<file path="src/rtl/rtc_defs.svh">
`ifndef RTC_DEFS_SVH
`define RTC_DEFS_SVH

////////////////////////////////////////////////////////////////////////////
// Chip register map

`define RTC_INIT_ADDR     8'h02     // Init access target, sets the digital trim
`define RTC_INIT_DATA     8'h10
`define RTC_STATUS_ADDR   8'h00     // Cleared when the timer interrupt is pending
`define RTC_CMD_ADDR      8'hF0     // Transfer command, RAM to clock registers

// Time and date group
`define RTC_TIME_FIRST    8'h21
`define RTC_TIME_LAST     8'h26

// Countdown timer group
`define RTC_TIMER_FIRST   8'h41
`define RTC_TIMER_LAST    8'h43

////////////////////////////////////////////////////////////////////////////
// Timing, in clock cycles

`define RTC_WAIT_CYCLES   3         // Idle gap between two sweeps
`define RTC_LATCH_CYCLES  2         // Address latch window
`define RTC_STROBE_CYCLES 4         // Read or write strobe window

`endif

</file>
<file path="src/rtl/rtcPkg.sv">
package rtcPkg;

	typedef logic [7:0] rtcAddr_t;      // Chip register address
	typedef logic [7:0] rtcData_t;      // Chip register byte
	typedef logic [6:0] menuPtr_t;      // Edit pointer, chip address without bit 7

	// Access request toward the bus cycle block
	typedef struct packed {
		rtcAddr_t addr;
		logic     write;                // High for a write access
		rtcData_t data;                 // Filled in at the top from the mirror
	} busReq_t;

	typedef struct packed {
		rtcAddr_t addr;
		rtcData_t data;                 // Valid together with the done pulse
	} busResult_t;

	typedef struct packed {
		logic cs;                       // Chip select
		logic ale;                      // Address latch
		logic rd;
		logic wr;
	} rtcStrobes_t;

	// Mirror contents, index 0 of each group is its lowest address
	typedef struct packed {
		rtcData_t [5:0] timeDate;       // 0x21..0x26
		rtcData_t [2:0] timer;          // 0x41..0x43
		rtcData_t       cmd;            // 0xF0
	} regView_t;

	typedef enum logic [1:0] {MAIN_INIT, MAIN_SWEEP, MAIN_WAIT} mainState_t;
	typedef enum logic {SWEEP_IDLE, SWEEP_BUSY} sweepState_t;
	typedef enum logic {WAIT_IDLE, WAIT_COUNT} waitState_t;
	typedef enum logic [2:0] {BUS_INIT, BUS_IDLE, BUS_LATCH, BUS_STROBE, BUS_DONE} busPhase_t;

endpackage

</file>
<file path="src/rtl/menuControl.sv">
`timescale 1ns/1ns
`include "rtc_defs.svh"

module menuControl import rtcPkg::*;
(
	input  logic     CLK,
	input  logic     RST,
	input  logic     irq,             // Timer interrupt from the chip
	input  logic     btnLeft,
	input  logic     btnRight,
	input  logic     btnCenter,
	input  logic     alarmStopIn,
	input  logic     accessDone,
	output logic     accessStart,
	output busReq_t  accessReq,
	output logic     modifying,
	output menuPtr_t pointer,
	output logic     stopWatch
);

	mainState_t  mainState, mainNext;
	sweepState_t sweepState;
	waitState_t  waitState;

	logic [2:0] btnPrev;                // Left, right, center of the previous cycle
	logic       leftEdge, rightEdge, centerEdge;
	logic       centerLatched;          // Center seen since the last write decision
	logic       centerTake;
	logic       modNext;
	logic       sweepGo, sweepDone;
	logic       waitGo, waitDone;
	logic [2:0] waitCnt;
	rtcAddr_t   reqAddr, stepAddr;
	logic       reqWrite;

	// Next address of the sweep, gaps are skipped
	function automatic rtcAddr_t nextAddr(rtcAddr_t a, logic pending);
		rtcAddr_t n;
		case (a)
			`RTC_TIME_LAST:   n = `RTC_TIMER_FIRST;
			`RTC_TIMER_LAST:  n = pending ? `RTC_STATUS_ADDR : `RTC_CMD_ADDR;
			`RTC_STATUS_ADDR: n = `RTC_CMD_ADDR;
			default:          n = a + 8'd1;
		endcase
		return n;
	endfunction

	// Status clear and transfer command always write
	function automatic logic writeFor(rtcAddr_t a, logic mode);
		return mode || (a == `RTC_STATUS_ADDR) || (a == `RTC_CMD_ADDR);
	endfunction

	// Pointer step with wrap across the register groups
	function automatic menuPtr_t ptrStep(menuPtr_t p, logic inc, logic dec);
		menuPtr_t t;
		t = p + menuPtr_t'(inc) - menuPtr_t'(dec);
		case (t)
			menuPtr_t'(`RTC_TIME_LAST + 1):   t = menuPtr_t'(`RTC_TIMER_FIRST);
			menuPtr_t'(`RTC_TIMER_LAST + 1):  t = menuPtr_t'(`RTC_TIME_FIRST);
			menuPtr_t'(`RTC_TIME_FIRST - 1):  t = menuPtr_t'(`RTC_TIMER_LAST);
			menuPtr_t'(`RTC_TIMER_FIRST - 1): t = menuPtr_t'(`RTC_TIME_LAST);
			default: ;
		endcase
		return t;
	endfunction

	assign leftEdge   = btnLeft   && !btnPrev[2];
	assign rightEdge  = btnRight  && !btnPrev[1];
	assign centerEdge = btnCenter && !btnPrev[0];

	////////////////////////////////////////////////////////////////////////////
	// Main machine

	always_ff @(posedge CLK or posedge RST)
	begin
		if (RST)
		begin
			mainState     <= MAIN_INIT;
			modifying     <= 1'b1;         // First sweep pushes the mirror out
			centerLatched <= 1'b0;
			btnPrev       <= 3'b000;
			stopWatch     <= 1'b0;
		end
		else
		begin
			mainState <= mainNext;
			modifying <= modNext;
			btnPrev   <= {btnLeft, btnRight, btnCenter};
			stopWatch <= irq && alarmStopIn;
			if (centerTake)
				centerLatched <= 1'b0;        // Edge in this cycle already in modNext
			else if (centerEdge)
				centerLatched <= 1'b1;
		end
	end

	always_comb
	begin
		mainNext   = mainState;
		modNext    = modifying;
		sweepGo    = 1'b0;
		waitGo     = 1'b0;
		centerTake = 1'b0;
		case (mainState)
			MAIN_INIT:
				if (accessDone)                 // Init write finished
				begin
					sweepGo  = 1'b1;
					mainNext = MAIN_SWEEP;
				end
			MAIN_SWEEP:
				if (sweepDone)
				begin
					modNext  = 1'b0;
					waitGo   = 1'b1;
					mainNext = MAIN_WAIT;
				end
			MAIN_WAIT:
				if (waitDone)
				begin
					sweepGo    = 1'b1;
					centerTake = 1'b1;
					modNext    = centerLatched || centerEdge;
					mainNext   = MAIN_SWEEP;
				end
			default: mainNext = MAIN_INIT;
		endcase
	end

	////////////////////////////////////////////////////////////////////////////
	// Sweep count machine

	assign stepAddr  = nextAddr(reqAddr, irq);
	assign sweepDone = (sweepState == SWEEP_BUSY) && accessDone && (reqAddr == `RTC_CMD_ADDR);

	always_ff @(posedge CLK or posedge RST)
	begin
		if (RST)
		begin
			sweepState  <= SWEEP_IDLE;
			accessStart <= 1'b0;
			reqAddr     <= `RTC_INIT_ADDR;  // Matches the access run after reset
			reqWrite    <= 1'b1;
		end
		else
		begin
			accessStart <= 1'b0;
			case (sweepState)
				SWEEP_IDLE:
					if (sweepGo)
					begin
						sweepState  <= SWEEP_BUSY;
						accessStart <= 1'b1;
						reqAddr     <= `RTC_TIME_FIRST;
						reqWrite    <= writeFor(`RTC_TIME_FIRST, modNext);
					end
				SWEEP_BUSY:
					if (sweepDone)
						sweepState <= SWEEP_IDLE;
					else if (accessDone)
					begin
						accessStart <= 1'b1;         // Back to back, one cycle after done
						reqAddr     <= stepAddr;
						reqWrite    <= writeFor(stepAddr, modifying);
					end
				default: sweepState <= SWEEP_IDLE;
			endcase
		end
	end

	always_comb
	begin
		accessReq.addr  = reqAddr;
		accessReq.write = reqWrite;
		accessReq.data  = '0;
	end

	////////////////////////////////////////////////////////////////////////////
	// Wait counter between sweeps

	assign waitDone = (waitState == WAIT_COUNT) && (waitCnt == 3'(`RTC_WAIT_CYCLES));

	always_ff @(posedge CLK or posedge RST)
	begin
		if (RST)
		begin
			waitState <= WAIT_IDLE;
			waitCnt   <= 3'd1;
		end
		else
		begin
			case (waitState)
				WAIT_IDLE:
					if (waitGo)
						waitState <= WAIT_COUNT;
				WAIT_COUNT:
					if (waitDone)
					begin
						waitState <= WAIT_IDLE;
						waitCnt   <= 3'd1;
					end
					else
						waitCnt <= waitCnt + 3'd1;
				default: waitState <= WAIT_IDLE;
			endcase
		end
	end

	////////////////////////////////////////////////////////////////////////////
	// Pointer machine

	always_ff @(posedge CLK or posedge RST)
	begin
		if (RST)
			pointer <= menuPtr_t'(`RTC_TIME_FIRST);
		else if (centerEdge)
			pointer <= menuPtr_t'(`RTC_TIME_FIRST);    // Edit at old pointer still lands
		else
			pointer <= ptrStep(pointer, leftEdge, rightEdge);
	end

endmodule

</file>
<file path="src/rtl/rtcBusCycle.sv">
`timescale 1ns/1ns
`include "rtc_defs.svh"

module rtcBusCycle import rtcPkg::*;
(
	input  logic        CLK,
	input  logic        RST,
	input  logic        accessStart,
	input  busReq_t     accessReq,
	input  rtcData_t    adIn,
	output logic        accessDone,
	output busResult_t  busResult,
	output rtcData_t    adOut,
	output logic        adOe,
	output rtcStrobes_t strobes
);

	busPhase_t  phase;
	logic [2:0] phaseCnt;
	logic       latchLast, strobeLast;
	busReq_t    curReq;                 // Request held for the whole access
	rtcData_t   rdData;

	assign latchLast  = (phaseCnt == 3'(`RTC_LATCH_CYCLES - 1));
	assign strobeLast = (phaseCnt == 3'(`RTC_STROBE_CYCLES - 1));

	////////////////////////////////////////////////////////////////////////////
	// Phase sequencer

	always_ff @(posedge CLK or posedge RST)
	begin
		if (RST)
		begin
			phase    <= BUS_INIT;          // Init write runs before any request
			phaseCnt <= 3'd0;
		end
		else
		begin
			case (phase)
				BUS_INIT:
				begin
					phase    <= BUS_LATCH;
					phaseCnt <= 3'd0;
				end
				BUS_IDLE:
					if (accessStart)
					begin
						phase    <= BUS_LATCH;
						phaseCnt <= 3'd0;
					end
				BUS_LATCH:
					if (latchLast)
					begin
						phase    <= BUS_STROBE;
						phaseCnt <= 3'd0;
					end
					else
						phaseCnt <= phaseCnt + 3'd1;
				BUS_STROBE:
					if (strobeLast)
						phase <= BUS_DONE;
					else
						phaseCnt <= phaseCnt + 3'd1;
				BUS_DONE: phase <= BUS_IDLE;    // Done pulse, one cycle
				default:  phase <= BUS_IDLE;
			endcase
		end
	end

	// Request and read byte capture
	always_ff @(posedge CLK)
	begin
		if (phase == BUS_INIT)
		begin
			curReq.addr  <= `RTC_INIT_ADDR;
			curReq.write <= 1'b1;
			curReq.data  <= `RTC_INIT_DATA;
		end
		else if ((phase == BUS_IDLE) && accessStart)
			curReq <= accessReq;
		if ((phase == BUS_STROBE) && strobeLast && !curReq.write)
			rdData <= adIn;                  // Sampled at the end of the strobe
	end

	////////////////////////////////////////////////////////////////////////////
	// Bus outputs, decoded from the phase

	always_comb
	begin
		strobes.cs  = (phase == BUS_LATCH) || (phase == BUS_STROBE);
		strobes.ale = (phase == BUS_LATCH);
		strobes.rd  = (phase == BUS_STROBE) && !curReq.write;
		strobes.wr  = (phase == BUS_STROBE) && curReq.write;
		adOe        = strobes.ale || strobes.wr;   // Released while the chip drives
		adOut       = strobes.ale ? curReq.addr : curReq.data;
	end

	assign accessDone     = (phase == BUS_DONE);
	assign busResult.addr = curReq.addr;
	assign busResult.data = curReq.write ? curReq.data : rdData;  // Write echoes its byte

endmodule

</file>
<file path="src/rtl/rtcMenuTop.sv">
`timescale 1ns/1ns

module rtcMenuTop import rtcPkg::*;
(
	input  logic        CLK,
	input  logic        RST,
	input  logic        btnLeft,
	input  logic        btnRight,
	input  logic        btnCenter,
	input  logic        btnUp,
	input  logic        btnDown,
	input  logic        irq,
	input  logic        alarmStopIn,
	input  rtcData_t    adIn,
	output rtcData_t    adOut,
	output logic        adOe,
	output rtcStrobes_t strobes,
	output menuPtr_t    pointer,
	output logic        modifying,
	output logic        alarmStop,
	output regView_t    view
);

	logic       accessStart, accessDone;
	busReq_t    ctrlReq, busReq;
	busResult_t busResult;
	rtcData_t   writeData;

	// Mirror byte joins the request on its way to the bus
	always_comb
	begin
		busReq      = ctrlReq;
		busReq.data = writeData;
	end

	menuControl uMenu (
		.CLK(CLK), .RST(RST), .irq(irq),
		.btnLeft(btnLeft), .btnRight(btnRight), .btnCenter(btnCenter),
		.alarmStopIn(alarmStopIn), .accessDone(accessDone),
		.accessStart(accessStart), .accessReq(ctrlReq),
		.modifying(modifying), .pointer(pointer), .stopWatch(alarmStop)
	);

	rtcBusCycle uBus (
		.CLK(CLK), .RST(RST), .accessStart(accessStart), .accessReq(busReq),
		.adIn(adIn), .accessDone(accessDone), .busResult(busResult),
		.adOut(adOut), .adOe(adOe), .strobes(strobes)
	);

	timeRegFile uRegs (
		.CLK(CLK), .RST(RST), .pointer(pointer), .btnUp(btnUp), .btnDown(btnDown),
		.reqAddr(ctrlReq.addr), .accessDone(accessDone), .busResult(busResult),
		.readWasWrite(ctrlReq.write),      // Request still held on the done pulse
		.writeData(writeData), .view(view)
	);

endmodule

</file>
<file path="src/rtl/timeRegFile.sv">
`timescale 1ns/1ns
`include "rtc_defs.svh"

module timeRegFile import rtcPkg::*;
(
	input  logic       CLK,
	input  logic       RST,
	input  menuPtr_t   pointer,
	input  logic       btnUp,
	input  logic       btnDown,
	input  rtcAddr_t   reqAddr,
	input  logic       accessDone,
	input  busResult_t busResult,
	input  logic       readWasWrite,
	output rtcData_t   writeData,
	output regView_t   view
);

	rtcData_t   regs [10];              // Slots 0..5 time, 6..8 timer, 9 command
	logic       upPrev, downPrev;
	logic       upEdge, downEdge;
	logic [4:0] ptrSlot, capSlot, reqSlot;   // Bit 4 is the hit flag
	logic       capture;

	// Address to slot map
	function automatic logic [4:0] slotOf(rtcAddr_t a);
		logic [4:0] s;
		s = 5'd0;
		if ((a >= `RTC_TIME_FIRST) && (a <= `RTC_TIME_LAST))
			s = {1'b1, 4'(a - `RTC_TIME_FIRST)};
		else if ((a >= `RTC_TIMER_FIRST) && (a <= `RTC_TIMER_LAST))
			s = {1'b1, 4'(a - `RTC_TIMER_FIRST + 8'd6)};
		else if (a == `RTC_CMD_ADDR)
			s = {1'b1, 4'd9};
		return s;
	endfunction

	assign upEdge   = btnUp && !upPrev;
	assign downEdge = btnDown && !downPrev;
	assign ptrSlot  = slotOf({1'b0, pointer});
	assign capSlot  = slotOf(busResult.addr);
	assign reqSlot  = slotOf(reqAddr);
	assign capture  = accessDone && !readWasWrite && capSlot[4];

	always_ff @(posedge CLK or posedge RST)
	begin
		if (RST)
		begin
			upPrev   <= 1'b0;
			downPrev <= 1'b0;
			for (int i = 0; i < 10; i++)
				regs[i] <= '0;
		end
		else
		begin
			upPrev   <= btnUp;
			downPrev <= btnDown;
			if (ptrSlot[4] && (upEdge || downEdge))
				regs[ptrSlot[3:0]] <= regs[ptrSlot[3:0]] + rtcData_t'(upEdge)
					- rtcData_t'(downEdge);      // Plain binary, wraps mod 256
			if (capture)
				regs[capSlot[3:0]] <= busResult.data;  // Read result beats a same-cycle edit
		end
	end

	// Unknown addresses, status clear included, send zero
	assign writeData = reqSlot[4] ? regs[reqSlot[3:0]] : '0;

	always_comb
	begin
		for (int i = 0; i < 6; i++)
			view.timeDate[i] = regs[i];
		for (int i = 0; i < 3; i++)
			view.timer[i] = regs[6 + i];
		view.cmd = regs[9];
	end

endmodule
</file>
<file path="config.mk">
export PLATFORM = sky130hd
export DESIGN_NAME = rtcMenuTop
export DESIGN_NICKNAME = d
export VERILOG_FILES = /design/src/rtl/rtcPkg.sv /design/src/rtl/menuControl.sv /design/src/rtl/rtcBusCycle.sv /design/src/rtl/rtcMenuTop.sv /design/src/rtl/timeRegFile.sv
export VERILOG_INCLUDE_DIRS = /design/src /design/src/rtl
export SDC_FILE = /design/constraint.sdc
export NUM_CORES = 1
export LEC_CHECK = 0
export CORE_UTILIZATION = 45
export DETAILED_ROUTE_END_ITERATION = 7
export DONT_BUFFER_PORTS = 1
export RECOVER_POWER = 100
export SKIP_LAST_GASP = 1
export SLEW_MARGIN = 5
export SYNTH_ARGS = -nofsm -noshare
export SYNTH_HDL_FRONTEND = slang
export SYNTH_SLANG_ARGS = --single-unit
</file>
<file path="constraint.sdc">
create_clock -name CLK -period 6.5 [get_ports CLK]
set_input_delay 0.325 -clock CLK [delete_from_list [all_inputs] [get_ports CLK]]
set_output_delay 0.325 -clock CLK [all_outputs]
set_load 0.03 [all_outputs]
</file>
==> qor.txt <==
Outcome = complete, but fails checks
Violations in the final reports = capacitance limit, slew limit
Area Overhead vs Synth = 9.90%
Depth of the most critical reg-to-reg path = 22
1st-pass router iterations = 5
CTS-repair resized insts = 0
Portion of the post-synthesis area used by sequential elements = 35.6%
Buffers inserted by post-CTS timing repair = 0
Summed instance area of the synthesized netlist = 9930 um2
Cell at the slowest stage of the critical path = dfstp_2
Number of enable flip-flop cells after synthesis = 8
H-tree levels = 4
Skew final = 0.0119 ns
R2R Setup Slk = 0.67 ns
Clock Root Buffer = clkbuf_16
Clock period minus final worst setup slack = 5.83 ns
Wire length of the first global-routing pass = 46.6 mm
Vias in the first global route = 7918
Number of placed I/O pins = 119
Number of failing setup endpoints in the final timing report = 0
Critical Path RT = 6.76 ns
Reg2Reg Capture Point = uRegs.view[46]
Sink Count = 143
Worst-path fanout max = 11
Fraction of layout instances using a drive strength above 1 = 16.5%
CTS max path bufs = 2
Post-synth net total = 1120
Ant diodes = 0
Slew @ Worst Pin = 2.33 ns
Final global-route overflow total = 0
Number of nets still failing antenna checks after routing = 0
Flops & latches, synth = 143
Number of slew-limit violations in the final report = 146
Number of nets in the finished design = 1117
Hold WC Path Type = primary input to register
Number of warning messages in the yosys log = 0
Starting density of the core = 46.5%
Maximum number of pins on one net before global-route repair = 78
Flip-flop cell with the highest count after synthesis = dfrtp_1
FMAX = 0.171 GHz
Total number of placement rows = 53
Die Wd = 151 um
Type of element capturing the critical path = register
Die Height = 151 um
Input/output buffers = 0
DRT Wirelength = 29.7 mm
Library cell appearing most often on the critical path = a21oi_1
Average wire per cell in the routed design = 22.1 um
Number of buffer and inverter instances along the worst setup path = 3
DP HPWL = 21.7 mm
Worst path arrival time = 6.09 ns
Gr usage total = 27.2%
Cts bufs inserted = 17
Drt initial violations = 778
Post-synth ARST share = 82.5%
Mean number of vias per cell = 6.16
CORE AREA = 21400 um2
Count of different cell masters after synthesis = 91
Family with the most delay on the worst path = compound AO/OA/AOI/OAI gates
Die Area = 22700 um2
Critical hold path startpoint = irq
Maxcap violations = 3
Post-route DRC violation count = 0
Final worst-path cycle share = 89.7%
Clock tree from TritonCTS = yes
Number of antenna violations at the first check in global routing = 0
Relative slew margins = -55.5%
CP cell instances = clkinv_1 -> clkbuf_1 -> ha_1 -> nand3_1 -> a31oi_4 -> o21a_1 -> o41ai_4 -> nand2_1 -> clkbuf_1 -> o221a_2 -> a221oi_1 -> a21oi_1 -> ha_1 -> fa_1 -> a21o_1 -> a21oi_1 -> o21bai_1 -> a21oi_1 -> xnor2_1 -> mux2_2 -> nand2_1 -> o21ai_0
Vias = 8251
Average footprint of a synthesized cell = 9.42 um2
Insertion delay of the later-clocked pin in the worst-skew pair = 0.42 ns
Hold path cells = 1
Number of hold violations in the final report = 0
Startpoint of the most critical register-to-register path = uMenu.pointer[0]
Largest stage delay on the critical path = 0.74 ns
Unrepaired setup endpoints after global routing = no
Instance count of the mapped netlist = 1055
Min-Delay Endpoint = uMenu.stopWatch
Setup Crit Path Kind = register to register
Clock transition time at the flip-flop clock pins of the worst setup and hold paths = 0.06 ns
Total Neg Setup Slack = 0 ns
RD Place Congestion = 0.901
Crit path launch type = register
==> metal layers <==
metal / global-route usage [%] / vias up / routed length [um]
li1: - / 3849 / -
met1: 37.5 / 4014 / 13100
met2: 41.1 / 329 / 13200
met3: 6.70 / 59 / 2570
met4: 9.85 / 0 / 795
met5: 0 / - / 0
==> cells in the mapped netlist (all sizes together), types with 23 or more instances <==
master  number  area [um2]
nand2      114         428
dfrtp      112        2800
mux2        84         946
a21oi       73         377
o21ai       73         373
nor2        66         248
mux2i       61         611
ha          46         576
inv         43         161
clkbuf      33         124
nand3       25         125
buf         23         129
==> registers in the layout, indices dropped and copies added (netlist names), 2 cells and up <==
name and cells:
uBus.busResult 8, uBus.curReq 9, uBus.phase 3, uBus.phaseCnt 3, uBus.rdData 8, uMenu.btnPrev 3, uMenu.mainState 2, uMenu.pointer 7
uMenu.reqAddr 8, uMenu.waitCnt 3, uRegs.view 80
==> timing repair <==
item | in CTS | in global routing
setup endpoints to repair | 0 | 0
hold buffers | 14 | 0
endpoints found under the hold margin | 48 | 0
==> final cells by class <==
class | count | area, um2
Multi-Input combinational cell | 812 | 5980
Sequential cell | 143 | 3540
Clock inverter | 14 | 178
Inverter | 44 | 166
Clock buffer | 18 | 439
Tap cell | 275 | 344
Timing Repair Buffer | 34 | 265
Fill cell | 1990 | 10400
==> cells in the final DEF (no fill, tap or decap), types with 10 or more instances in the layout <==
master / n
dfxtp_1: 17
a22o_1: 13
nor3_1: 12
or2_2: 10
a211oi_1: 13
nand2b_1: 17
mux2_2: 76
nor2_1: 66
nand2_1: 114
dfrtp_1: 112
nor2b_1: 18
ha_1: 46
nand3_1: 25
xnor2_1: 13
mux2i_1: 61
inv_1: 42
o211ai_1: 11
o21ai_0: 69
dlygate4sd3_1: 14
a21oi_1: 72
buf_4: 13
clkbuf_16: 17
==> kinds of logic (layout without fill, tap and decap cells) <==
logic type | count (synthesis) | in the layout | synth area share [%]
AND/OR/NAND/NOR | 321 | 321 | 16.0
flip-flops | 143 | 143 | 35.6
AO/OA/AOI/OAI | 274 | 274 | 19.0
adder cells (fa/ha/maj) | 48 | 48 | 6.20
buffers and inverters | 100 | 110 | 4.21
XOR/XNOR | 17 | 17 | 1.65
multiplexers | 152 | 152 | 17.3
==> through the flow <==
stage	hold WS (ns)	cells	setup WS [ns]	util [%]	area (um2)
final	0.0371	1340	0.667	51.1	10900
after global placement	0.290	1294	0.960	47.8	10200
after CTS	0.0262	1340	0.816	51.3	11000
after detailed placement	0.296	1294	0.868	47.8	10200
after floorplan	0.356	1055	1.51	-	9930
after global routing	0.0257	1340	0.130	51.1	10900
==> worst reg2reg max path, stage by stage, from the launching register on <==
cell	delay (ns)
dfstp_2	0.74
clkinv_1	0.12
clkbuf_1	0.27
ha_1	0.28
nand3_1	0.11
a31oi_4	0.14
o21a_1	0.26
o41ai_4	0.43
nand2_1	0.32
clkbuf_1	0.28
o221a_2	0.30
a221oi_1	0.23
a21oi_1	0.08
ha_1	0.27
fa_1	0.41
a21o_1	0.17
a21oi_1	0.23
o21bai_1	0.09
a21oi_1	0.19
xnor2_1	0.25
mux2_2	0.35
nand2_1	0.06
o21ai_0	0.10
==> worst max-delay path by stage <==
stage	start	end	slack, ns	cells past startpoint
floorplan	uMenu.pointer[0]	uRegs.view[46]	1.51	23
global placement	uMenu.pointer[2]	uRegs.view[23]	0.96	21
detailed placement	uMenu.pointer[0]	uRegs.view[23]	0.87	20
CTS	uMenu.pointer[2]	uRegs.view[23]	0.82	21
global route	uMenu.pointer[0]	uRegs.view[71]	0.13	22
finish	uMenu.pointer[0]	uRegs.view[46]	0.67	22
Power is left out: the tool's default activity adds up to more than one toggle a clock period on the data nets, which glitch-free logic cannot reach.
